**config.mk**
```make
export PLATFORM = sky130hd
export DESIGN_NAME = obi_arbiter
export DESIGN_NICKNAME = d
export VERILOG_FILES = /design/src/logic/obi_mem_pkg.sv /design/src/logic/obi_arbiter.sv
export SDC_FILE = /design/constraint.sdc
export NUM_CORES = 1
export LEC_CHECK = 0
export ABC_AREA = 1
export BUFFER_PORTS_ARGS = -buffer_cell sky130_fd_sc_hd__clkbuf_2
export CORE_AREA = 2 2 122 124
export DETAILED_ROUTE_END_ITERATION = 8
export DIE_AREA = 0 0 124 126
export SYNTH_ARGS = -nofsm -noshare
export SYNTH_HDL_FRONTEND = slang
export SYNTH_SLANG_ARGS = --single-unit
```
**constraint.sdc**
```tcl
create_clock -name s00_axi_aclk -period 1.35 [get_ports s00_axi_aclk]
set_input_delay 0.0675 -clock s00_axi_aclk [delete_from_list [all_inputs] [get_ports s00_axi_aclk]]
set_output_delay 0.0675 -clock s00_axi_aclk [all_outputs]
set_load 0.01 [all_outputs]
```
**src/logic/obi_mem_pkg.sv**
```systemverilog
`default_nettype none

package obi_mem_pkg;

  // Bus widths
  localparam int ADDR_W = 32;
  localparam int DATA_W = 32;
  localparam int BE_W   = DATA_W / 8;

  // Word index sits just above the byte offset
  localparam int MEM_WORDS = 256;
  localparam int IDX_W     = $clog2(MEM_WORDS);
  localparam int WORD_LSB  = $clog2(BE_W);
  localparam int COUNT_W   = IDX_W + 1;

  // AXI response code
  localparam logic [1:0] RESP_OKAY = 2'b00;

  // Master to memory
  typedef struct packed {
    logic              req;
    logic              we;
    logic [BE_W-1:0]   be;
    logic [ADDR_W-1:0] addr;
    logic [DATA_W-1:0] wdata;
  } obi_req_t;

  // Memory to master
  typedef struct packed {
    logic              gnt;
    logic              rvalid;
    logic [DATA_W-1:0] rdata;
  } obi_rsp_t;

  // Fill command with a count of 1 to MEM_WORDS words
  typedef struct packed {
    logic [IDX_W-1:0]   base;
    logic [COUNT_W-1:0] count;
    logic [DATA_W-1:0]  pattern;
  } fill_cmd_t;

endpackage

`default_nettype wire

```
**src/logic/obi_arbiter.sv**
```systemverilog
`timescale 1ns/1ps
`default_nettype none

module obi_arbiter (
  input  wire                            s00_axi_aclk,
  input  wire                            s00_axi_aresetn,
  input  wire obi_mem_pkg::obi_req_t     m0_req_i,
  input  wire obi_mem_pkg::obi_req_t     m1_req_i,
  output obi_mem_pkg::obi_rsp_t          m0_rsp_o,
  output obi_mem_pkg::obi_rsp_t          m1_rsp_o,
  output obi_mem_pkg::obi_req_t          mem_req_o,
  input  wire obi_mem_pkg::obi_rsp_t     mem_rsp_i
);

  logic busy_q;
  // Last winner and owner while busy
  // Set when the fill engine won
  logic last_q;
  logic pick;
  logic sel;
  logic any_req;

  assign any_req = m0_req_i.req || m1_req_i.req;

  // Alternate when both masters are waiting
  always_comb begin
    if (m0_req_i.req && m1_req_i.req) begin
      pick = ~last_q;
    end else begin
      pick = m1_req_i.req;
    end
  end

  assign sel = busy_q ? last_q : pick;

  always_comb begin
    mem_req_o     = sel ? m1_req_i : m0_req_i;
    mem_req_o.req = !busy_q && any_req;
  end

  // Only the owner sees gnt and rvalid
  always_comb begin
    m0_rsp_o        = mem_rsp_i;
    m1_rsp_o        = mem_rsp_i;
    m0_rsp_o.gnt    = mem_rsp_i.gnt && !busy_q && !sel;
    m1_rsp_o.gnt    = mem_rsp_i.gnt && !busy_q && sel;
    m0_rsp_o.rvalid = mem_rsp_i.rvalid && busy_q && !last_q;
    m1_rsp_o.rvalid = mem_rsp_i.rvalid && busy_q && last_q;
  end

  // Bridge goes first after reset
  always_ff @(posedge s00_axi_aclk or negedge s00_axi_aresetn) begin
    if (!s00_axi_aresetn) begin
      busy_q <= 1'b0;
      last_q <= 1'b1;
    end else if (!busy_q && any_req && mem_rsp_i.gnt) begin
      busy_q <= 1'b1;
      last_q <= pick;
    end else if (busy_q && mem_rsp_i.rvalid) begin
      busy_q <= 1'b0;
    end
  end

endmodule

`default_nettype wire

```
=== Yosys cells after proc, flatten, opt, wreduce, memory -nomap -nowiden ===
Cells that the tools add are included.

* Flip-flop bits (word level): 2

* Bitwise logic cells: 1
* Mux-type cells: 5
* Reduce and logical (&&, ||, !) cells: 14

{| class="wikitable"
|+ Operators by type and width
! kind !! count
|-
| 2-to-1 mux 69 bit || 1
|-
| logical AND 1 bit || 9
|-
| 2-to-1 mux 1 bit || 4
|-
| logical NOT 1 bit || 3
|-
| nonzero test 2 bit || 1
|-
| logical OR 1 bit || 1
|-
| inverter 1 bit || 1
|}

=== Depth between registers and ports, before layout ===
* Word-level depth: 5
* Gate-level depth with buffers: 7
* Mapped depth without buffers: 5

=== Worst setup path before layout ===
Ideal clock, no wire load.

* Kind: register -> output
* Start point: reg last_q
* End point: out mem_req_o[57] (netlist name)
* Arrival time: 1.183 ns
* Slack: 0.099 ns
* Stages on the path, launching flop included: 7
* Buffers on the path: 2
* Cells stage by stage: dfstp_2 nand2_1 nand2_2 buf_6 buf_6 nand2_1 nand2_1

{| class="wikitable"
|+ RTL lines
! item !! line !! RTL
|-
| from (decl) || obi_arbiter.sv:18 || <nowiki>logic last_q;</nowiki>
|-
| from (signal assigned) || obi_arbiter.sv:58 || <nowiki>last_q <= pick;</nowiki>
|-
| to (decl) || obi_arbiter.sv:11 || <nowiki>output obi_mem_pkg::obi_req_t mem_req_o,</nowiki>
|}

==> out/qor.yml <==
synth:
  synth_enable_flop_cells: 0
  syn-cell-area_um2: 1590
  synth_async_sr_flop_share: 1.00
  ys.flop_type: "dfstp_2"
  seq_area_frac_synth: 0.0322
  avgSynthCellArea_um2: 5.08
  ys_ff_latch: 2
  synth.distinct_cells: 17
  synth_warnings: 0
  syn_inst: 313
  syn_nets: 489
critical_path:
  cp-end-kind: "output port"
  cp-start-kind: "flop"
  slowest_delay_ns: 0.54
  critPathKind: "reg -> out"
  crit_slowest_cell: "dfstp_2"
  path_buf_inv: 3
  crit_chain: "nand2_2 -> buf_12 -> buf_12 -> nand3_1 -> nand2_1 -> buf_2"
  critPathRequiredTime_ns: 1.28
  cp_common_cell: "buf_12"
  cp_max_fo: 31
  critical_path_arrival_ns: 1.54
  cp_top_family: "flip-flops"
cts:
  cts-htree-levels: 1
  clk_pin_slew_ns: 0.03
  clock_path_buffers: 2
  cts-root-buf: "clkbuf_16"
  cts_made_buffers: 3
  cts_tree: "done"
  clk_latency_ns: 0.22
  clock_sinks: 2
floorplan:
  die_h_um: 126
  pin_count: 314
  rows: 44
  dieWidth_um: 124
  die_area_um2: 15600
  core_area_um2: 14300
  start_util: 0.111
power_and_ir_drop:
  leakagePower_uw: 0.00182
  vdd_drop_max_uv: 249
  p_per_area_nw_per_um2: 938
global_route:
  grt_pass1_wl_um: 10300
  antenna_found_initial: 0
  grt_max_degree: 37
  overflow: 0
  track_usage: 0.0841
  grt_pass1_vias: 2246
sta:
  maxSlewHeadroom: 0.861
  finalHoldViolCount: 0
  setup_viol: 70
  maxSlewViolCount: 0
  finalCriticalPeriod_ns: 1.60
  setup_slack_ns: -0.254
  clock_skew_ns: 0.00280
  tns_ns: -15.33
  fmax_mhz: 624
  fin_crit_sh: 1.19
  tightestPinTransition_ns: 0.208
  rsz0062_at_grt: "yes"
drt:
  drc_errors: 0
  drtAntennaViolNets: 0
  firstDrtPassIters: 4
  wl_per_cell_um: 11.6
  met2_length_um: 4060
  drt-met1-wl_um: 2460
  drt_iter0_drc: 74
  routed.top_layer: "met4"
  detailroute.via_count: 2505
  viasPerCell: 3.84
  wl_met3_um: 869
  wirelength_um: 7580
cells_and_area:
  final_common_cell: "clkbuf_2"
  syn_to_final_growth_pct: 78.2
  n_antenna_cell: 0
  drive_gt1_frac: 0.552
  final_nets: 646
  fin_area_um2: 2840
  mostFrequentLayoutCells: "clkbuf_2 (189), nand2_1 (136), nand3_1 (63), buf_2 (26), buf_12 (9)"
  nFillCells: 1649
placement:
  io_buffers: 217
  gp_congestion: 0.789
  dp_hpwl_um: 5920
  place_area_um2: 2530
outcome:
  outcome: "finished with violations"
  violations: "negative setup slack"
worst_hold_path:
  hp-class: "in -> reg"
run:
  max-cap-violations: 0
## registers in the layout (all words and copies together) (netlist names)
signal  cells
last_q      1
busy_q      1
## where the power goes
group	internal [uW]	total (uW)	switching, uW
Sequential	78.2	90.0	11.8
Combinational	978	2110	1140
Clock	388	457	68.2
## worst register-to-register path, stage by stage (launching register included)
cell and delay (ns):
dfstp_2 0.54, buf_4 0.13, a21boi_2 0.05, nand3_1 0.08, nand2_1 0.06
## synth_stat cells, types with 2 or more instances
cell / number / area [um^2]
nand2_1: 144 / 541
nand3_1: 70 / 350
buf_4: 66 / 495
buf_1: 7 / 26.3
buf_2: 6 / 30.0
clkbuf_1: 4 / 15.0
nor2_1: 4 / 15.0
buf_6: 2 / 22.5
inv_1: 2 / 7.51
## cell families (layout without fill, tap and decap cells)
group / count (synthesis) / after routing / synth area share
and+or+nand+nor: 221 / 221 / 0.583
buffers and inverters: 88 / 244 / 0.377
DFF: 2 / 2 / 0.0322
AOI/OAI and AO/OA: 2 / 2 / 0.00786
## repair_timing
item                                   CTS  global route
gates resized for setup                 18            39
setup endpoints to repair               71            71
endpoints found under the hold margin    2             0
gates cloned                             2             1
hold buffers                             1             0
buffers inserted                         2             0
pin swaps                                4            10
## routing by layer
metal / up-vias / track usage
li1: 1241 / -
met1: 1069 / 0.0738
met2: 177 / 0.173
met3: 18 / 0.0236
met4: 0 / 0.0324
met5: - / 0
## cell type report
type                            instances  area, um^2  share of cell area
Timing Repair Buffer                  237        1440               0.508
Inverter                                3        11.3             0.00397
Sequential cell                         2        51.3              0.0181
Multi-Input combinational cell        223        1020               0.361
Clock buffer                            4        78.8              0.0278
Tap cell                              184         230              0.0812
## worst paths after layout
| check | from | to | depth (start not counted) | slack (ns) |
|---|---|---|---|---|
| worst max-delay path | last_q | mem_req_o[34] | 6 | -0.25 |
| worst min-delay path | mem_rsp_i[32] | busy_q | 2 | 0.04 |
| worst max register to register | last_q | last_q | 4 | 0.42 |
| worst min register to register | last_q | last_q | 3 | 0.61 |
| max in group asynchronous | s00_axi_aresetn | last_q | 2 | 0.97 |
| min in group asynchronous | s00_axi_aresetn | busy_q | 2 | 0.19 |
## metrics by stage
stage	utilization	total power (uW)	worst slack (ns)	hold WS (ns)	cells
2_1_floorplan	-	1280	0.0993	-0.228	313
3_5_place_dp	0.176	2020	-0.0618	-0.141	643
6_report	0.198	2660	-0.254	0.0447	653
4_1_cts	0.192	2630	-0.262	0.0413	652
3_3_place_gp	0.176	2020	-0.0734	-0.143	643
5_1_grt	0.198	2930	-0.349	0.0586	653
Note: power is estimated with default switching activity, not from simulation.
