===== src/logic/obi_mem_pkg.sv =====
`default_nettype none

package obi_mem_pkg;

  // Bus widths
  localparam int ADDR_W = 32;
  localparam int DATA_W = 32;
  localparam int BE_W   = DATA_W / 8;

  // Word index sits just above the byte offset
  localparam int MEM_WORDS = 256;
  localparam int IDX_W     = $clog2(MEM_WORDS);
  localparam int WORD_LSB  = $clog2(BE_W);
  localparam int COUNT_W   = IDX_W + 1;

  // AXI response code
  localparam logic [1:0] RESP_OKAY = 2'b00;

  // Master to memory
  typedef struct packed {
    logic              req;
    logic              we;
    logic [BE_W-1:0]   be;
    logic [ADDR_W-1:0] addr;
    logic [DATA_W-1:0] wdata;
  } obi_req_t;

  // Memory to master
  typedef struct packed {
    logic              gnt;
    logic              rvalid;
    logic [DATA_W-1:0] rdata;
  } obi_rsp_t;

  // Fill command with a count of 1 to MEM_WORDS words
  typedef struct packed {
    logic [IDX_W-1:0]   base;
    logic [COUNT_W-1:0] count;
    logic [DATA_W-1:0]  pattern;
  } fill_cmd_t;

endpackage

`default_nettype wire


===== src/logic/axi2obi.sv =====
`timescale 1ns/1ps
`default_nettype none

module axi2obi (
  input  wire                                s00_axi_aclk,
  input  wire                                s00_axi_aresetn,

  // Read address channel
  input  wire  [obi_mem_pkg::ADDR_W-1:0]     s00_axi_araddr_i,
  input  wire                                s00_axi_arvalid_i,
  input  wire  [2:0]                         s00_axi_arprot_i,
  output logic                               s00_axi_arready_o,

  // Read data channel
  output logic [obi_mem_pkg::DATA_W-1:0]     s00_axi_rdata_o,
  output logic [1:0]                         s00_axi_rresp_o,
  output logic                               s00_axi_rvalid_o,
  input  wire                                s00_axi_rready_i,

  // Write address channel
  input  wire  [obi_mem_pkg::ADDR_W-1:0]     s00_axi_awaddr_i,
  input  wire                                s00_axi_awvalid_i,
  input  wire  [2:0]                         s00_axi_awprot_i,
  output logic                               s00_axi_awready_o,

  // Write data channel
  input  wire  [obi_mem_pkg::DATA_W-1:0]     s00_axi_wdata_i,
  input  wire  [obi_mem_pkg::BE_W-1:0]       s00_axi_wstrb_i,
  input  wire                                s00_axi_wvalid_i,
  output logic                               s00_axi_wready_o,

  // Write response channel
  output logic [1:0]                         s00_axi_bresp_o,
  output logic                               s00_axi_bvalid_o,
  input  wire                                s00_axi_bready_i,

  // OBI master side
  output obi_mem_pkg::obi_req_t              obi_req_o,
  input  wire obi_mem_pkg::obi_rsp_t         obi_rsp_i
);

  typedef enum logic [2:0] {
    IDLE,
    READ1,
    READ2,
    READ3,
    WRITE1,
    WRITE2,
    WRITE3
  } state_t;

  state_t state_q;
  state_t state_d;

  logic [obi_mem_pkg::ADDR_W-1:0] addr_q;
  logic [obi_mem_pkg::DATA_W-1:0] wdata_q;
  logic [obi_mem_pkg::BE_W-1:0]   be_q;
  logic [obi_mem_pkg::DATA_W-1:0] rdata_q;

  logic take_read;
  logic take_write;
  logic write_phase;

  // Read has priority when both channels are pending in IDLE
  assign take_read  = (state_q == IDLE) && s00_axi_arvalid_i;
  assign take_write = (state_q == IDLE) && !s00_axi_arvalid_i &&
                      s00_axi_awvalid_i && s00_axi_wvalid_i;

  always_comb begin
    state_d = state_q;
    case (state_q)
      IDLE: begin
        if (take_read) begin
          state_d = READ1;
        end else if (take_write) begin
          state_d = WRITE1;
        end
      end
      READ1: begin
        if (obi_rsp_i.gnt) begin
          state_d = READ2;
        end
      end
      READ2: begin
        if (obi_rsp_i.rvalid) begin
          state_d = READ3;
        end
      end
      READ3: begin
        if (s00_axi_rready_i) begin
          state_d = IDLE;
        end
      end
      WRITE1: begin
        if (obi_rsp_i.gnt) begin
          state_d = WRITE2;
        end
      end
      WRITE2: begin
        if (obi_rsp_i.rvalid) begin
          state_d = WRITE3;
        end
      end
      WRITE3: begin
        if (s00_axi_bready_i) begin
          state_d = IDLE;
        end
      end
      default: begin
        state_d = IDLE;
      end
    endcase
  end

  always_ff @(posedge s00_axi_aclk or negedge s00_axi_aresetn) begin
    if (!s00_axi_aresetn) begin
      state_q <= IDLE;
    end else begin
      state_q <= state_d;
    end
  end

  // Request captured on the address handshake
  always_ff @(posedge s00_axi_aclk or negedge s00_axi_aresetn) begin
    if (!s00_axi_aresetn) begin
      addr_q  <= '0;
      wdata_q <= '0;
      be_q    <= '0;
    end else if (take_read) begin
      addr_q <= s00_axi_araddr_i;
    end else if (take_write) begin
      addr_q  <= s00_axi_awaddr_i;
      wdata_q <= s00_axi_wdata_i;
      be_q    <= s00_axi_wstrb_i;
    end
  end

  // Held stable through R back-pressure
  always_ff @(posedge s00_axi_aclk or negedge s00_axi_aresetn) begin
    if (!s00_axi_aresetn) begin
      rdata_q <= '0;
    end else if ((state_q == READ2) && obi_rsp_i.rvalid) begin
      rdata_q <= obi_rsp_i.rdata;
    end
  end

  assign write_phase = (state_q == WRITE1) || (state_q == WRITE2);

  always_comb begin
    obi_req_o.req   = (state_q == READ1) || (state_q == WRITE1);
    obi_req_o.we    = write_phase;
    // Reads fetch the full word
    obi_req_o.be    = write_phase ? be_q : '1;
    obi_req_o.addr  = addr_q;
    obi_req_o.wdata = wdata_q;
  end

  assign s00_axi_arready_o = take_read;
  assign s00_axi_awready_o = take_write;
  assign s00_axi_wready_o  = take_write;

  assign s00_axi_rvalid_o = (state_q == READ3);
  assign s00_axi_rdata_o  = rdata_q;
  assign s00_axi_rresp_o  = obi_mem_pkg::RESP_OKAY;

  assign s00_axi_bvalid_o = (state_q == WRITE3);
  assign s00_axi_bresp_o  = obi_mem_pkg::RESP_OKAY;

endmodule

`default_nettype wire


===== config.mk =====
export PLATFORM = sky130hd
export DESIGN_NAME = axi2obi
export DESIGN_NICKNAME = d
export VERILOG_FILES = /design/src/logic/obi_mem_pkg.sv /design/src/logic/axi2obi.sv
export SDC_FILE = /design/constraint.sdc
export NUM_CORES = 1
export LEC_CHECK = 0
export BUFFER_PORTS_ARGS = -buffer_cell sky130_fd_sc_hd__buf_2
export CAP_MARGIN = 40
export CORE_MARGIN = 2
export CORE_UTILIZATION = 40
export CTS_BUF_LIST = sky130_fd_sc_hd__clkbuf_2
export DETAILED_ROUTE_END_ITERATION = 12
export GPL_TIMING_DRIVEN = 0
export PLACE_DENSITY = 0.78
export SLEW_MARGIN = 20
export SYNTH_ARGS = -nofsm -noshare
export SYNTH_HDL_FRONTEND = slang
export SYNTH_SLANG_ARGS = --single-unit

===== constraint.sdc =====
create_clock -name s00_axi_aclk -period 1.6 [get_ports s00_axi_aclk]
set_input_delay 0.24 -clock s00_axi_aclk [delete_from_list [all_inputs] [get_ports s00_axi_aclk]]
set_output_delay 0.24 -clock s00_axi_aclk [all_outputs]
set_load 0.01 [all_outputs]

* Word level (Yosys, flattened, before mapping)
Index checks and enable logic that the tools add are counted. W data, S select, Z words.
Operators by class: equality and inequality tests 13, muxes and demuxes 12, bitwise gates (word level) 1, reduce and logical (&&, ||, !) cells 12
Operators by type and width (number):
- $mux W32 | 2
- $mux W3 | 8
- $pmux W3 S7 | 1
- $eq A3 B3 Y1 const B | 3
- $ne A2 B2 Y1 const B | 4
- $reduce_and A7 Y1 | 1
- $eq A3 B2 Y1 const B | 2
- $logic_and A1 B1 Y1 | 5
- $mux W4 | 1
- $ne A2 B1 Y1 const B | 2
- $eq A3 B1 Y1 const B | 1
- $logic_not A3 Y1 | 1
- $ne A3 B3 Y1 const B | 1
- $logic_or A1 B1 Y1 | 2
- $reduce_and A2 Y1 | 1
- $reduce_bool A2 Y1 | 1
- $logic_not A1 Y1 | 1
- $not A1 Y1 | 1
Storage, ports and cells: register bits after elaboration 103, output and inout port bits 111

* Logic depth before layout (Yosys ltp)
word-level depth 7, depth in mapped cells 6, depth with buffers taken out 3

* Worst setup path after synthesis
Ideal clock, no wire load.
path type reg-to-reg, start point register state_q[2], end point register be_q[0] (netlist name), data arrival time 1.524 ns, data required time 1.475 ns, path slack -0.049 ns, cell stages (with the launch flop) 6, clock period less this slack 1.649 ns, cell sequence dfrtp_1 -> buf_2 -> nor3_4 -> nor3b_4 -> buf_4 -> mux2_2
On the way: cells in the longest elaborated chain, start to end 5
Ends and longest elaborated chain:
- start: declaration | line axi2obi.sv:52 | state_t state_q;
- start signal: assignment | line axi2obi.sv:119 | state_q <= state_d;
- $logic_not A3 Y1 * | line axi2obi.sv:65, axi2obi.sv:66
- $logic_and A1 B1 Y1 (2 in series) | line axi2obi.sv:66 | assign take_write = (state_q == IDLE) && !s00_axi_arvalid_i &&
- $logic_and A1 B1 Y1 | line axi2obi.sv:67 | s00_axi_awvalid_i && s00_axi_wvalid_i;
- $reduce_and A2 Y1 (no line) *
- end signal: assignment | line axi2obi.sv:134 | be_q <= s00_axi_wstrb_i;
- end: declaration | line axi2obi.sv:57 | logic [obi_mem_pkg::BE_W-1:0] be_q;
Mark *: on every way between the ends. The rest lies on a longest branch, timed or not. A chain may end at the register's enable or synchronous reset.

* Worst setup path in the final report
start point register state_q[1], end point output s00_axi_wready_o
On the way: cells in the longest elaborated chain, start to end 4
Ends and longest elaborated chain:
- $logic_not A3 Y1 | line axi2obi.sv:66
- $logic_and A1 B1 Y1 (2 in series) | line axi2obi.sv:66
- $logic_and A1 B1 Y1 | line axi2obi.sv:67
- end: declaration | line axi2obi.sv:30 | output logic s00_axi_wready_o,
No other way between the ends.

==> results.tsv <==
stage	metric	value	unit
power	clkPwrFrac	0.095	
timing	fin_ws	-462	ps
floorplanning	die_x	107	um
cts	cts_sinks	103	
setup_path	cp.arrival	1820	ps
drt	drt_iter0_drc	213	
cts	cts_buffers	9	
logic_synthesis	ys.flop_type	dfrtp_1	
floorplanning	dieHeight	107	um
global_routing	grt_first_pass_wirelength	25500	um
power	intPower	0.00784	W
timing	period_needed	2060	ps
power	p_sw_frac	0.363	
timing	maxSlewHeadroom	0.604	
cts	cts-root-buf	clkbuf_2	
global_routing	grt_pass1_vias	5051	
place	gp_congestion	0.809	
run_status	status	complete, but fails checks	
logic_synthesis	synth_edf_count	0	
place	dp_hpwl	8790	um
drt	wire_per_inst	18.9	um
place	place_area	5700	um2
floorplanning	die_area	11500	um2
setup_path	cp_max_fo	5	
finish	design_area	7940	um2
logic_synthesis	synth.avg_cell_area	14.3	um2
timing	fin_skew	33.9	ps
power	p_leak	4.07	nW
run	drv_cap	0	
finish	areaGrowthSynthToFinish	86.8	%
timing	setup_viol	96	
global_routing	grt_max_degree	53	
power	cellPowerDensity	1550	nW/um2
place	io_buffers	246	
timing	hold_violations	0	
finish	most-common-layout-cells	239 x buf_2, 134 x dlygate4sd3_1, 101 x dfrtp_1	
logic_synthesis	ys_seq_elements	103	
drt	first_pass_iters	4	
cts	clk_latency	550	ps
power	totalPowerFinal	0.0123	W
finish	fillers	624	
cts	clk_pin_slew	290	ps
drt	routed_wl	16300	um
timing	timing.fmax	0.485	GHz
min_path	holdPathStages	3	
cts	cts_buffer_depth	2	
timing	rsz0062_at_grt	true	
finish	fin_util	0.769	
place	pre_cts_ws	-444	ps
cts	cts_max_level	3	
floorplanning	rows	37	
setup_path	critPathLaunchType	flop	
drt	drc	0	
logic_synthesis	synth_warnings	0	
setup_path	r2r_cells	7	
floorplanning	io_pins	258	
global_routing	antenna_found_initial	1	
setup_path	path_class	flop to output pin	
timing	post-route-period-util	1.29	
finish	fin_nets	869	
global_routing	grtUsageTotal	0.286	
timing	tightest_slew	594	ps
finish	final_common_cell	buf_2	
timing	drv_slew	0	
logic_synthesis	yosysSeqAreaShare	0.607	
power	ir_worst_vdd	785	uV
run_status	violations	setup timing	
power	seqPwrFrac	0.377	
drt	ant_nets	0	
logic_synthesis	syn_area	4250	um2
finish	drive_above_1_share	0.554	
power	comb_power_share	0.528	
setup_path	critPathCaptureType	output pin	
cts	cts_tree	done	
drt	num_vias	4426	
floorplanning	core_area	10300	um2
min_path	hp-class	primary input to flop	
logic_synthesis	async_reset_ff_frac	1.00	
floorplanning	initial_core_util	0.412	
logic_synthesis	yosysUniqueCellTypes	28	
drt	viasPerCell	5.11	
setup_path	worst-endpoint-required	1360	ps
power	switching_power	0.00448	W
global_routing	grt-ovfl-total	0	
logic_synthesis	syn_inst	297	
timing	whs	70.7	ps
## flip-flops by register name (all words and copies together) (netlist names)
| register | flops |
|---|---|
| wdata_q | 32 |
| state_q | 3 |
| be_q | 4 |
| s00_axi_rdata_o | 32 |
| addr_q | 32 |
## path summary, 6_finish.rpt
check | start | endpoint | slack, ps
setup / recovery | state_q[1] | s00_axi_wready_o | -460
hold / removal | s00_axi_bready_i | state_q[2] | 70
setup reg to reg | state_q[2] | s00_axi_rdata_o[2] | -270
hold reg to reg | s00_axi_rdata_o[14] | s00_axi_rdata_o[14] | 550
max in group asynchronous | s00_axi_aresetn | state_q[1] | 810
min in group asynchronous | s00_axi_aresetn | s00_axi_rdata_o[18] | 160
## critical path, cell delays in order, from the launching register on
cell and delay, ps:
dfrtp_2 510, nor3_4 220, nor3b_4 240, buf_6 150
buf_6 90, buf_6 90
## cell usage after synthesis (2+ instances only)
library cell	n	area share
a221o_1	32	0.075
buf_2	6	0.0071
mux2_2	68	0.18
mux2i_1	2	0.0047
clkbuf_1	13	0.011
buf_4	10	0.018
or3_1	5	0.0074
nor2_1	3	0.0026
dfrtp_1	103	0.61
nand2_1	3	0.0026
and3_1	33	0.049
o21ai_0	3	0.0035
## final cells by class
type	count	area [um2]	area share
clock inverter	6	52.6	0.00662
antenna	3	7.51	0.000946
multi-input combinational	166	1710	0.215
sequential	103	2580	0.325
tap	136	170	0.0214
inverter	1	11.3	0.00142
buffer	27	297	0.0374
timing repair buffer	414	3060	0.386
clock buffer	10	50.0	0.00631
## layer usage
layer	up-vias	track usage	part of all wire	routed length, um
met4	0	0.155	0.044	718
met3	67	0.0711	0.066	1070
met5	-	0	0	0
li1	1956	-	-	-
met1	2163	0.293	0.35	5800
met2	240	0.530	0.54	8750
## cells by family after synthesis
kind of cell,count (synthesis),synth area share
flip-flops,103,0.607
buffers and inverters,31,0.0398
other,1,0.000883
AO/OA/AOI/OAI,38,0.0839
multiplexers,71,0.188
XOR/XNOR,1,0.00206
AND/OR/NAND/NOR,52,0.0792
## power by group through the flow
stage                     Sequential [W]  Combinational [W]  Clock, W
final                            0.00464            0.00650   0.00117
after detailed placement         0.00457            0.00466         0
after global routing             0.00479            0.00690   0.00132
after floorplan                  0.00510            0.00206         0
after CTS                        0.00455            0.00621   0.00121
after global placement           0.00450            0.00451         0
## metrics by stage
step,TNS [ps],cells
2_1_floorplan,-1620,300
3_3_place_gp,-99520,682
3_5_place_dp,-28500,683
4_1_cts,-24080,860
5_1_grt,-22250,864
6_report,-17700,866
## what timing repair did
action                                  CTS  global route
setup buffers                            24             5
gates cloned                              7             1
gates resized for setup                 101            28
pin swaps                                 2             6
endpoints found under the setup margin  111           112
hold buffers                            132             2
hold endpoints to repair                205             2
No activity file was read; power rests on OpenSTA's default activity.
