--- src/logic/obi_mem_pkg.sv ---
`default_nettype none

package obi_mem_pkg;

  // Bus widths
  localparam int ADDR_W = 32;
  localparam int DATA_W = 32;
  localparam int BE_W   = DATA_W / 8;

  // Word index sits just above the byte offset
  localparam int MEM_WORDS = 256;
  localparam int IDX_W     = $clog2(MEM_WORDS);
  localparam int WORD_LSB  = $clog2(BE_W);
  localparam int COUNT_W   = IDX_W + 1;

  // AXI response code
  localparam logic [1:0] RESP_OKAY = 2'b00;

  // Master to memory
  typedef struct packed {
    logic              req;
    logic              we;
    logic [BE_W-1:0]   be;
    logic [ADDR_W-1:0] addr;
    logic [DATA_W-1:0] wdata;
  } obi_req_t;

  // Memory to master
  typedef struct packed {
    logic              gnt;
    logic              rvalid;
    logic [DATA_W-1:0] rdata;
  } obi_rsp_t;

  // Fill command with a count of 1 to MEM_WORDS words
  typedef struct packed {
    logic [IDX_W-1:0]   base;
    logic [COUNT_W-1:0] count;
    logic [DATA_W-1:0]  pattern;
  } fill_cmd_t;

endpackage

`default_nettype wire

--- src/logic/fill_engine.sv ---
`timescale 1ns/1ps
`default_nettype none

module fill_engine (
  input  wire                            s00_axi_aclk,
  input  wire                            s00_axi_aresetn,
  input  wire                            fill_req_i,
  input  wire obi_mem_pkg::fill_cmd_t    fill_cmd_i,
  output logic                           fill_ack_o,
  output obi_mem_pkg::obi_req_t          obi_req_o,
  input  wire obi_mem_pkg::obi_rsp_t     obi_rsp_i
);

  typedef enum logic [1:0] {
    F_IDLE,
    F_ISSUE,
    F_WAIT,
    F_ACK
  } state_t;

  state_t state_q;
  state_t state_d;

  obi_mem_pkg::fill_cmd_t          cmd_q;
  logic [obi_mem_pkg::COUNT_W-1:0] offset_q;
  logic [obi_mem_pkg::IDX_W-1:0]   word_idx;
  logic                            last_word;

  // Index wraps at the top of the memory
  assign word_idx  = cmd_q.base + offset_q[obi_mem_pkg::IDX_W-1:0];
  assign last_word = (offset_q + 1'b1) == cmd_q.count;

  always_comb begin
    state_d = state_q;
    case (state_q)
      F_IDLE: begin
        if (fill_req_i) begin
          state_d = F_ISSUE;
        end
      end
      F_ISSUE: begin
        if (obi_rsp_i.gnt) begin
          state_d = F_WAIT;
        end
      end
      F_WAIT: begin
        if (obi_rsp_i.rvalid) begin
          state_d = last_word ? F_ACK : F_ISSUE;
        end
      end
      F_ACK: begin
        // Requester closes the handshake
        if (!fill_req_i) begin
          state_d = F_IDLE;
        end
      end
      default: begin
        state_d = F_IDLE;
      end
    endcase
  end

  always_ff @(posedge s00_axi_aclk or negedge s00_axi_aresetn) begin
    if (!s00_axi_aresetn) begin
      state_q  <= F_IDLE;
      offset_q <= '0;
    end else begin
      state_q <= state_d;
      if (state_q == F_IDLE) begin
        offset_q <= '0;
      end else if ((state_q == F_WAIT) && obi_rsp_i.rvalid && !last_word) begin
        offset_q <= offset_q + 1'b1;
      end
    end
  end

  // Command sampled once at the start of a fill
  always_ff @(posedge s00_axi_aclk) begin
    if ((state_q == F_IDLE) && fill_req_i) begin
      cmd_q <= fill_cmd_i;
    end
  end

  always_comb begin
    obi_req_o       = '0;
    obi_req_o.req   = (state_q == F_ISSUE);
    obi_req_o.we    = 1'b1;
    obi_req_o.be    = '1;
    obi_req_o.addr[obi_mem_pkg::WORD_LSB +: obi_mem_pkg::IDX_W] = word_idx;
    // Offset zero-extends to the data width
    obi_req_o.wdata = cmd_q.pattern + offset_q;
  end

  assign fill_ack_o = (state_q == F_ACK);

endmodule

`default_nettype wire

--- config.mk ---
export PLATFORM = sky130hd
export DESIGN_NAME = fill_engine
export DESIGN_NICKNAME = d
export VERILOG_FILES = /design/src/logic/obi_mem_pkg.sv /design/src/logic/fill_engine.sv
export SDC_FILE = /design/constraint.sdc
export NUM_CORES = 1
export LEC_CHECK = 0
export BUFFER_PORTS_ARGS = -buffer_cell sky130_fd_sc_hd__buf_2
export CAP_MARGIN = 0
export CORE_AREA = 8 8 102 104
export DETAILED_ROUTE_END_ITERATION = 10
export DIE_AREA = 0 0 110 112
export PLACE_DENSITY = 0.74
export SYNTH_ARGS = -nofsm -noshare
export SYNTH_HDL_FRONTEND = slang
export SYNTH_SLANG_ARGS = --single-unit
--- constraint.sdc ---
create_clock -name s00_axi_aclk -period 6.3 [get_ports s00_axi_aclk]
set_input_delay 0.945 -clock s00_axi_aclk [delete_from_list [all_inputs] [get_ports s00_axi_aclk]]
set_output_delay 0.945 -clock s00_axi_aclk [all_outputs]
set_load 0.02 [all_outputs]
Yosys cells after proc, flatten, opt, wreduce, memory -nomap -nowiden:

Cells that the tools add are included.

* muxes and demuxes: 8
* $add $sub $neg: 3
* reductions and logical operators: 7
* eq/ne operators: 8

Operators by type and width (count)
* 32-bit by 9-bit adder with 32-bit output: 1
* 9-bit 2-to-1 mux: 2
* 2-bit 2-to-1 mux: 5
* 9-bit by 1-bit adder with 9-bit output, second input constant: 1
* 9-bit equality test: 1
* 8-bit adder: 1
* 2-bit one-hot mux with 4 select lines: 1
* 2-bit inequality test, second input constant: 3
* 2-bit equality test, second input constant: 2
* 4-bit AND reduction: 1
* 1-bit logical AND: 3
* 2-bit by 1-bit equality test with 1-bit output, second input constant: 1
* 2-bit logical NOT: 1
* 2-bit by 1-bit inequality test with 1-bit output, second input constant: 1
* 2-bit nonzero test: 1
* 1-bit logical NOT: 1

* word-level logic and storage cells: 31
* input bits: 86
* output and inout port bits: 71
* register bits after elaboration: 60

Logic depth before layout (Yosys ltp):

Gate-level depths: netlist of the first run.

* depth after elaboration: 6
* mapped depth: 9
* mapped depth without buffers: 9

Worst setup path before layout of the first run:

Ideal clock, no wire load.

* path type: register to output
* start: register offset_q[0] (netlist name)
* end: output port obi_req_o[18] (netlist name)
* arrival time: 2356 ps
* stages on the path, launching flop included: 9
* path buffers: 0
* slack: 2999 ps
* data required time: 5355 ps
* path through: dfrtp_1 ha_1 fa_1 a21o_1 a21oi_1 o21ai_0 nand3b_1 nor3_1 xnor2_1

RTL lines
* from (decl): line fill_engine.sv:25 `logic [obi_mem_pkg::COUNT_W-1:0] offset_q;`
* from (signal assigned): line fill_engine.sv:72 `offset_q <= offset_q + 1'b1;`
* to (decl): line fill_engine.sv:10 `output obi_mem_pkg::obi_req_t obi_req_o,`

==> reports/qor.csv, run 1 <==
stage;metric;value;unit
drt;vias;2993;
sta;Final Hold Violating Endpoints;0;
global_routing;global-route wire length before repair;14.6;mm
sta;Post-Route Hold Slack;0.448;ns
sta;Slew headroom;22.3;%
finish;Synth-to-Final Area Change;16.4;%
placed_design;buffers added on ports;95;
global_routing;Global Route Usage Sum;15.1;%
synth;register area share after synthesis;45.2;%
clocking;CTS Buf Count;9;
global_routing;met2 usage;25.3;%
sta;final setup fails;0;
finish;post-layout net count;555;
sta;crit path time final;4.12;ns
clocking;clock root buffer;clkbuf_8;
placed_design;post-DP HPWL;6.99;mm
finish;fillers;837;
die;Die H;112;µm
synth;post-synthesis mux area share;0.550;%
finish;post-route insts no fill;566;
finish;commonest non-fill, non-tap cell in the layout;buf_2;
worst_hold_path;Worst Hold Class;in -> async;
placed_design;Cells after DPL;550;
pwr;Worst VDD drop;0.213;mV
placed_design;placed inst area;0.00431;mm²
clocking;CTS sink count;60;
synth;Seq cells post-synth;60;
global_routing;met3 usage;4.04;%
synth;syn avg cell area;10.8;µm²
global_routing;most used routing layer;met2;
pwr;Pleak;1.86;nW
synth;Yosys top cell by area;edfxtp_1;
synth;Post-Syn Instances;359;
global_routing;met1 Track Usage GR;17.6;%
finish;final cell area excluding filler cells;0.00450;mm²
worst_setup_path;r2r setup slk;3.49;ns
clocking;hold_buf cts;0;
synth;number of enable flip-flop cells after synthesis;49;
drt;Routed wire per std cell;16.1;µm
drt;Routed Antenna Nets;0;
clocking;post_cts resized;0;
sta;count of pins over their slew limit;0;
drt;wirelength, routed;9.11;mm
synth;Post-Synth Simple-Gate Area;17.4;%
clocking;clk slew on worst S/H paths;0.07;ns
die;core area;0.00889;mm²
sta;final setup TNS;0;ns
sta;FMAX;243;MHz
global_routing;via count of the first global-routing pass;3044;
drt;vias per inst;5.29;
worst_setup_path;critical path launch point type;flip-flop;
placed_design;gpl congestion;0.828;
synth;Mapped Area;0.00386;mm²
finish;most frequent cells in the layout;buf_2 (95), edfxtp_1 (49), conb_1 (29), nand3_1 (25), xnor2_1 (24);
drt;TritonRoute pass-1 iters;4;
clocking;CTS tree;done;
synth;Main synth FF type;edfxtp_1;
global_routing;largest net degree at the start of global routing;50;
flow_run;max-cap violations;0;
clocking;CTS max path bufs;2;
synth;post-synthesis async set-or-reset flop share;18.3;%
worst_setup_path;Crit path required time;5.35;ns
synth;XOR/XNOR Fraction of Synth Area;11.9;%
pwr;PwrDens;482;mW/mm²
synth;largest family of logic cells by synthesized area;simple AND/OR/NAND/NOR gates;
sta;RSZ-0062 raised after global routing;no;
die;Ports;157;
synth;Yosys cell types;55;
sta;Slew @ Worst Pin;1.17;ns
sta;fin crit share;65.4;%
global_routing;initial antenna violation count;0;
clocking;setup bufs post-CTS;0;
finish;Ant. Diodes;0;
synth;share of the synthesized area in the top cell type;38.1;%
die;Core Rows;35;
global_routing;gr ovfl total;0;
synth;Synth area leaders;edfxtp_1 (38%), dfrtp_1 (7.1%), buf_4 (6.0%), ha_1 (5.5%), xnor2_1 (5.4%);
synth;yosys warns;0;
drt;remaining routing DRC violations;0;
die;Die ar.;0.0123;mm²
die;Initial Utilization;43.5;%
worst_setup_path;Worst Setup End Kind;output pin;
drt;drt first-iter violations;195;
run_status;status;finished, final reports clean;
clocking;Worst-Skew Late Latency;0.34;ns
clocking;H-tree Lvls;3;
worst_setup_path;critical path fanouts, max;10;
synth;Synth Area in Adders;6.54;%
die;Die W;110;µm
pwr;Overall Power;2.17;mW
worst_setup_path;crit path kind;reg -> out;
sta;Final Skew;0.0115;ns
worst_setup_path;CP Data Arrival Time;3.18;ns
finish;fraction of layout cells with a size suffix above 1;25.9;%
synth;Synth Area in Compound Gates;9.74;%
## metrics by stage
stage | setup WS (ns) | util, %
after global routing | 1.96 | 50.6
after floorplan | 3.00 | -
after CTS | 2.17 | 50.6
after detailed placement | 2.55 | 48.4
after global placement | 2.63 | 48.4
final | 2.18 | 50.6
## flip-flops by register name (all words and copies together), names as in the netlist
register	count
state_q	2
offset_q	9
cmd_q	49
## cell type report
type                       instances  area, µm²  share of cell area, %
multi-input combinational        271       1890                   42.1
sequential                        60       1750                   38.8
timing repair buffer              96        483                   10.7
clock buffer                      11        141                   3.14
tap                              111        139                   3.09
clock inverter                     5       52.6                   1.17
inverter                          12       45.0                   1.00
## report_power, final
| part | total [mW] | switching, mW | internal (mW) | leakage, nW |
|---|---|---|---|---|
| registers | 0.672 | 0.128 | 0.544 | 0.587 |
| clock network | 0.349 | 0.158 | 0.192 | 0.101 |
| logic | 1.15 | 0.704 | 0.444 | 1.17 |
## cell families after synthesis
family / after synthesis
mux: 2
compound gates: 53
flops: 60
xor+xnor: 49
other cells: 2
fa+ha+maj: 19
simple gates: 119
buf+inv: 55
## synth_stat cells (all sizes together) (6+ instances only)
cell type / count
a21oi: 8
a221oi: 7
and3: 10
buf: 36
clkbuf: 7
dfrtp: 11
edfxtp: 49
ha: 17
inv: 12
nand2: 12
nand3: 25
nand4: 6
nor2: 19
nor3: 17
nor4b: 6
o211ai: 8
o21ai: 10
xnor2: 24
xor2: 23
## worst max-delay path, stage by stage (launching register included)
cell and delay, ns:
dfrtp_1 0.52, ha_1 0.28, fa_1 0.40, a21o_1 0.21, a21oi_1 0.26, o21ai_0 0.21
nand3b_1 0.41, nor3_1 0.12, xnor2_1 0.21, buf_2 0.20
## worst paths after layout
check / start / endpoint / cells after the start
min reg2reg: state_q[1]$_DFFE_PN0P_ / state_q[0]$_DFFE_PN0P_ / 1
min: s00_axi_aresetn / state_q[0]$_DFFE_PN0P_ / 1
max in group asynchronous: s00_axi_aresetn / offset_q[6]$_DFFE_PN0P_ / 1
min in group s00_axi_aclk: state_q[1]$_DFFE_PN0P_ / state_q[0]$_DFFE_PN0P_ / 1
max reg2reg: offset_q[0]$_DFFE_PN0P_ / offset_q[0]$_DFFE_PN0P_ / 7
max: offset_q[0]$_DFFE_PN0P_ / obi_req_o[18] / 9
## routing by layer
layer  part of all wire, %  wire length [µm]
met1                    39              3520
met2                    51              4620
met3                   8.9               806
met4                   1.7               155
met5                     0                 0
(Power assumes the default switching activity.)
==> inputs of run 2 (changes only) <==
--- a/config.mk
+++ b/config.mk
@@ -5,6 +5,7 @@
 export SDC_FILE = /design/constraint.sdc
 export NUM_CORES = 1
 export LEC_CHECK = 0
+export ABC_AREA = 1
 export BUFFER_PORTS_ARGS = -buffer_cell sky130_fd_sc_hd__buf_2
 export CAP_MARGIN = 0
 export CORE_AREA = 8 8 102 104
==> constraint.sdc (replaced) <==
create_clock -name s00_axi_aclk -period 3.9 [get_ports s00_axi_aclk]
set_input_delay 0.585 -clock s00_axi_aclk [delete_from_list [all_inputs] [get_ports s00_axi_aclk]]
set_output_delay 0.585 -clock s00_axi_aclk [all_outputs]
set_load 0.02 [all_outputs]
==> run 2 against run 1 <==
Cell area increased by 0.50%. Cell count increased by 14%. Critical endpoint is now obi_req_o[17]. Largest cell class unchanged. First-iteration DRC count increased by 13%.
==> reports/qor.csv, run 2 <==
stage;metric;value;unit;change
sta;Final Hold Violating Endpoints;0;;unchanged
synth;share of the synthesized area in the top cell type;38.3;%;+0.22 points
global_routing;largest net degree at the start of global routing;31;;-38%
clocking;H-tree Lvls;3;;unchanged
worst_setup_path;critical path's slowest cell;dfrtp_1;;
drt;vias per inst;4.95;;-6.5%
synth;register area share after synthesis;45.5;%;+0.26 points
worst_setup_path;reg2reg path depth;4;;-3
sta;Final Skew;0.00728;ns;-0.00423 ns
drt;remaining routing DRC violations;0;;unchanged
worst_setup_path;Reg-to-Reg End;cmd_q[39]$_DFFE_PP_;;
worst_setup_path;Crit path required time;3.31;ns;-2.04 ns
sta;Slew headroom;52.2;%;+30 points
clocking;Worst-Skew Late Latency;0.34;ns;about the same
synth;post-synthesis async set-or-reset flop share;18.3;%;unchanged
global_routing;Global Route Usage Sum;15.1;%;+0.073 points
clocking;clk slew on worst S/H paths;0.07;ns;about the same
worst_setup_path;critical path fanouts, max;10;;unchanged
die;Ports;157;;unchanged
worst_setup_path;CP bufs+invs;1;;unchanged
drt;wirelength, routed;9.27;mm;+1.8%
finish;top flop regs;cmd_q x49, offset_q x9, state_q x2;;
placed_design;gpl congestion;0.860;;+3.9%
run_status;status;finished, final reports clean;;
worst_setup_path;most frequent CP cell;nand2_1;;
synth;number of enable flip-flop cells after synthesis;49;;unchanged
worst_setup_path;critical path cell sequence;ha_1, a21oi_1, nand2_1, a21boi_0, o21ai_0, nand2_1, nand2_1, nand3_1, nand2_1, nand2_1, buf_2;;
sta;Slew @ Worst Pin;0.715;ns;-0.451 ns
synth;Yosys top cell by area;edfxtp_1;;
worst_setup_path;r2r setup slk;1.45;ns;-2.04 ns
die;Initial Utilization;43.2;%;-0.25 points
synth;top-count cell post-synth;nand2_1;;
die;Die W;110;µm;unchanged
global_routing;via count of the first global-routing pass;3125;;+2.7%
drt;drt first-iter violations;221;;+13%
synth;Seq cells post-synth;60;;unchanged
worst_setup_path;r2r startpoint;state_q[0]$_DFFE_PN0P_;;
finish;Synth-to-Final Area Change;17.7;%;
synth;yosys warns;0;;unchanged
clocking;CTS tree;done;;
synth;syn avg cell area;9.02;µm²;-16%
sta;final setup fails;0;;unchanged
sta;count of pins over their slew limit;0;;unchanged
finish;register with the most flip-flops;cmd_q;;
die;Die H;112;µm;unchanged
drt;vias;3185;;+6.4%
finish;fillers;811;;-3.1%
sta;fin crit share;84.7;%;
drt;Routed Antenna Nets;0;;unchanged
clocking;hold_buf cts;0;;unchanged
worst_setup_path;CP Data Arrival Time;2.72;ns;-0.46 ns
global_routing;gr ovfl total;0;;unchanged
drt;TritonRoute pass-1 iters;4;;unchanged
clocking;CTS max path bufs;2;;unchanged
pwr;Worst VDD drop;0.277;mV;+30%
die;core area;0.00889;mm²;unchanged
worst_hold_path;Worst Hold Class;in -> async;;
flow_run;max-cap violations;0;;unchanged
finish;fraction of layout cells with a size suffix above 1;22.9;%;-3.0 points
worst_setup_path;delay-heaviest family, CP;compound AO/OA/AOI/OAI gates;;
synth;synth cell count leaders;nand2_1 (95), edfxtp_1 (49), inv_1 (44);;
worst_setup_path;Worst Setup End Kind;output pin;;
synth;Yosys cell types;34;;-38%
sta;FMAX;303;MHz;
worst_setup_path;critical path launch point type;flip-flop;;
die;Core Rows;35;;unchanged
global_routing;initial antenna violation count;0;;unchanged
finish;most frequent cells in the layout;nand2_1 (95), buf_2 (95), edfxtp_1 (49), inv_1 (44), nand3_1 (30);;
finish;post-layout net count;633;;+14%
worst_setup_path;crit path kind;reg -> out;;
synth;Mapped Area;0.00384;mm²;-0.58%
pwr;Pleak;2.17;nW;+17%
clocking;post_cts resized;0;;unchanged
sta;RSZ-0062 raised after global routing;no;;
worst_setup_path;slowest stage delay, CP;0.55;ns;+0.03 ns
synth;Post-Syn Instances;426;;+19%
clocking;setup bufs post-CTS;0;;unchanged
synth;Main synth FF type;edfxtp_1;;
die;Die ar.;0.0123;mm²;unchanged
sta;Post-Route Hold Slack;0.0982;ns;-0.350 ns
synth;Synth area leaders;edfxtp_1 (38%), nand2_1 (9.3%), dfrtp_1 (7.2%), xor2_1 (5.7%), buf_4 (5.7%);;
drt;Routed wire per std cell;14.4;µm;-11%
clocking;CTS sink count;60;;unchanged
placed_design;buffers added on ports;95;;unchanged
pwr;PwrDens;494;mW/mm²;+2.4%
placed_design;post-DP HPWL;7.44;mm;+6.4%
finish;Ant. Diodes;0;;unchanged
global_routing;global-route wire length before repair;14.8;mm;+0.98%
finish;max reg flops;49;;unchanged
sta;final setup TNS;0;ns;unchanged
clocking;CTS Buf Count;9;;unchanged
clocking;clock root buffer;clkbuf_8;;
sta;crit path time final;3.30;ns;
[run 2: metrics by stage]
step / util [%] / instances / setup WS, ns / area [µm²] / power (mW)
after floorplan: - / 453 / 0.411 / 3940 / 1.50
after global routing: 50.9 / 644 / 0.370 / 4520 / 2.36
after detailed placement: 48.9 / 628 / 0.978 / 4340 / 1.73
after CTS: 50.9 / 644 / 0.606 / 4520 / 2.24
after global placement: 48.9 / 628 / 0.978 / 4340 / 1.71
final: 50.9 / 644 / 0.596 / 4520 / 2.23
[run 2: worst max path at each step]
stage	start	to	slack [ns]	depth (start not counted)
2_1_floorplan	state_q[0]$_DFFE_PN0P_	cmd_q[0]$_DFFE_PP_	0.41	5
3_3_place_gp	offset_q[0]$_DFFE_PN0P_	obi_req_o[26]	0.98	10
3_5_place_dp	offset_q[0]$_DFFE_PN0P_	obi_req_o[26]	0.98	10
4_1_cts	offset_q[0]$_DFFE_PN0P_	obi_req_o[26]	0.61	10
5_1_grt	offset_q[2]$_DFFE_PN0P_	obi_req_o[17]	0.37	11
6_report	offset_q[2]$_DFFE_PN0P_	obi_req_o[17]	0.60	11
[run 2: logic make-up (layout without fill, tap and decap cells)]
| logic type | after synthesis | after routing | synth area share (%) |
|---|---|---|---|
| AO/OA/AOI/OAI | 32 | 32 | 4.79 |
| XOR/XNOR | 39 | 39 | 8.89 |
| adder cells (fa/ha/maj) | 19 | 19 | 6.58 |
| buffers and inverters | 77 | 157 | 10.4 |
| flip-flops | 60 | 60 | 45.5 |
| other | 2 | 29 | 0.195 |
| AND/OR/NAND/NOR | 197 | 197 | 23.7 |
[run 2: worst reg2reg max path: cells and delay by family, from the launching register on]
kind          cells  cell delay (ns)
flops             1             0.44
buf+inv           2             0.60
simple gates      2             1.05
[run 2: area by class of cell]
class,count,area [µm²],share of cell area (%)
Timing Repair Buffer,96,483,10.7
Multi-Input combinational cell,316,1810,39.9
Clock inverter,4,23.8,0.526
Clock buffer,12,156,3.46
Sequential cell,60,1750,38.6
Inverter,45,169,3.73
Tap cell,111,139,3.07
[run 2: layer usage]
| metal | wire length [µm] | up-vias | track usage, % | share of wire [%] |
|---|---|---|---|---|
| met3 | 715 | 16 | 3.93 | 7.7 |
| met2 | 4450 | 103 | 25.0 | 48 |
| met4 | 201 | 0 | 5.77 | 2.2 |
| met5 | 0 | - | 0 | 0 |
| li1 | - | 1591 | - | - |
| met1 | 3910 | 1475 | 18.2 | 42 |
[run 2: report_power, final]
| part | switching [mW] | leakage, nW | total, mW | internal (mW) |
|---|---|---|---|---|
| Combinational | 0.539 | 1.47 | 0.784 | 0.245 |
| Sequential | 0.0957 | 0.599 | 0.928 | 0.832 |
| Clock | 0.254 | 0.0952 | 0.522 | 0.268 |
| Total | 0.888 | 2.17 | 2.23 | 1.34 |
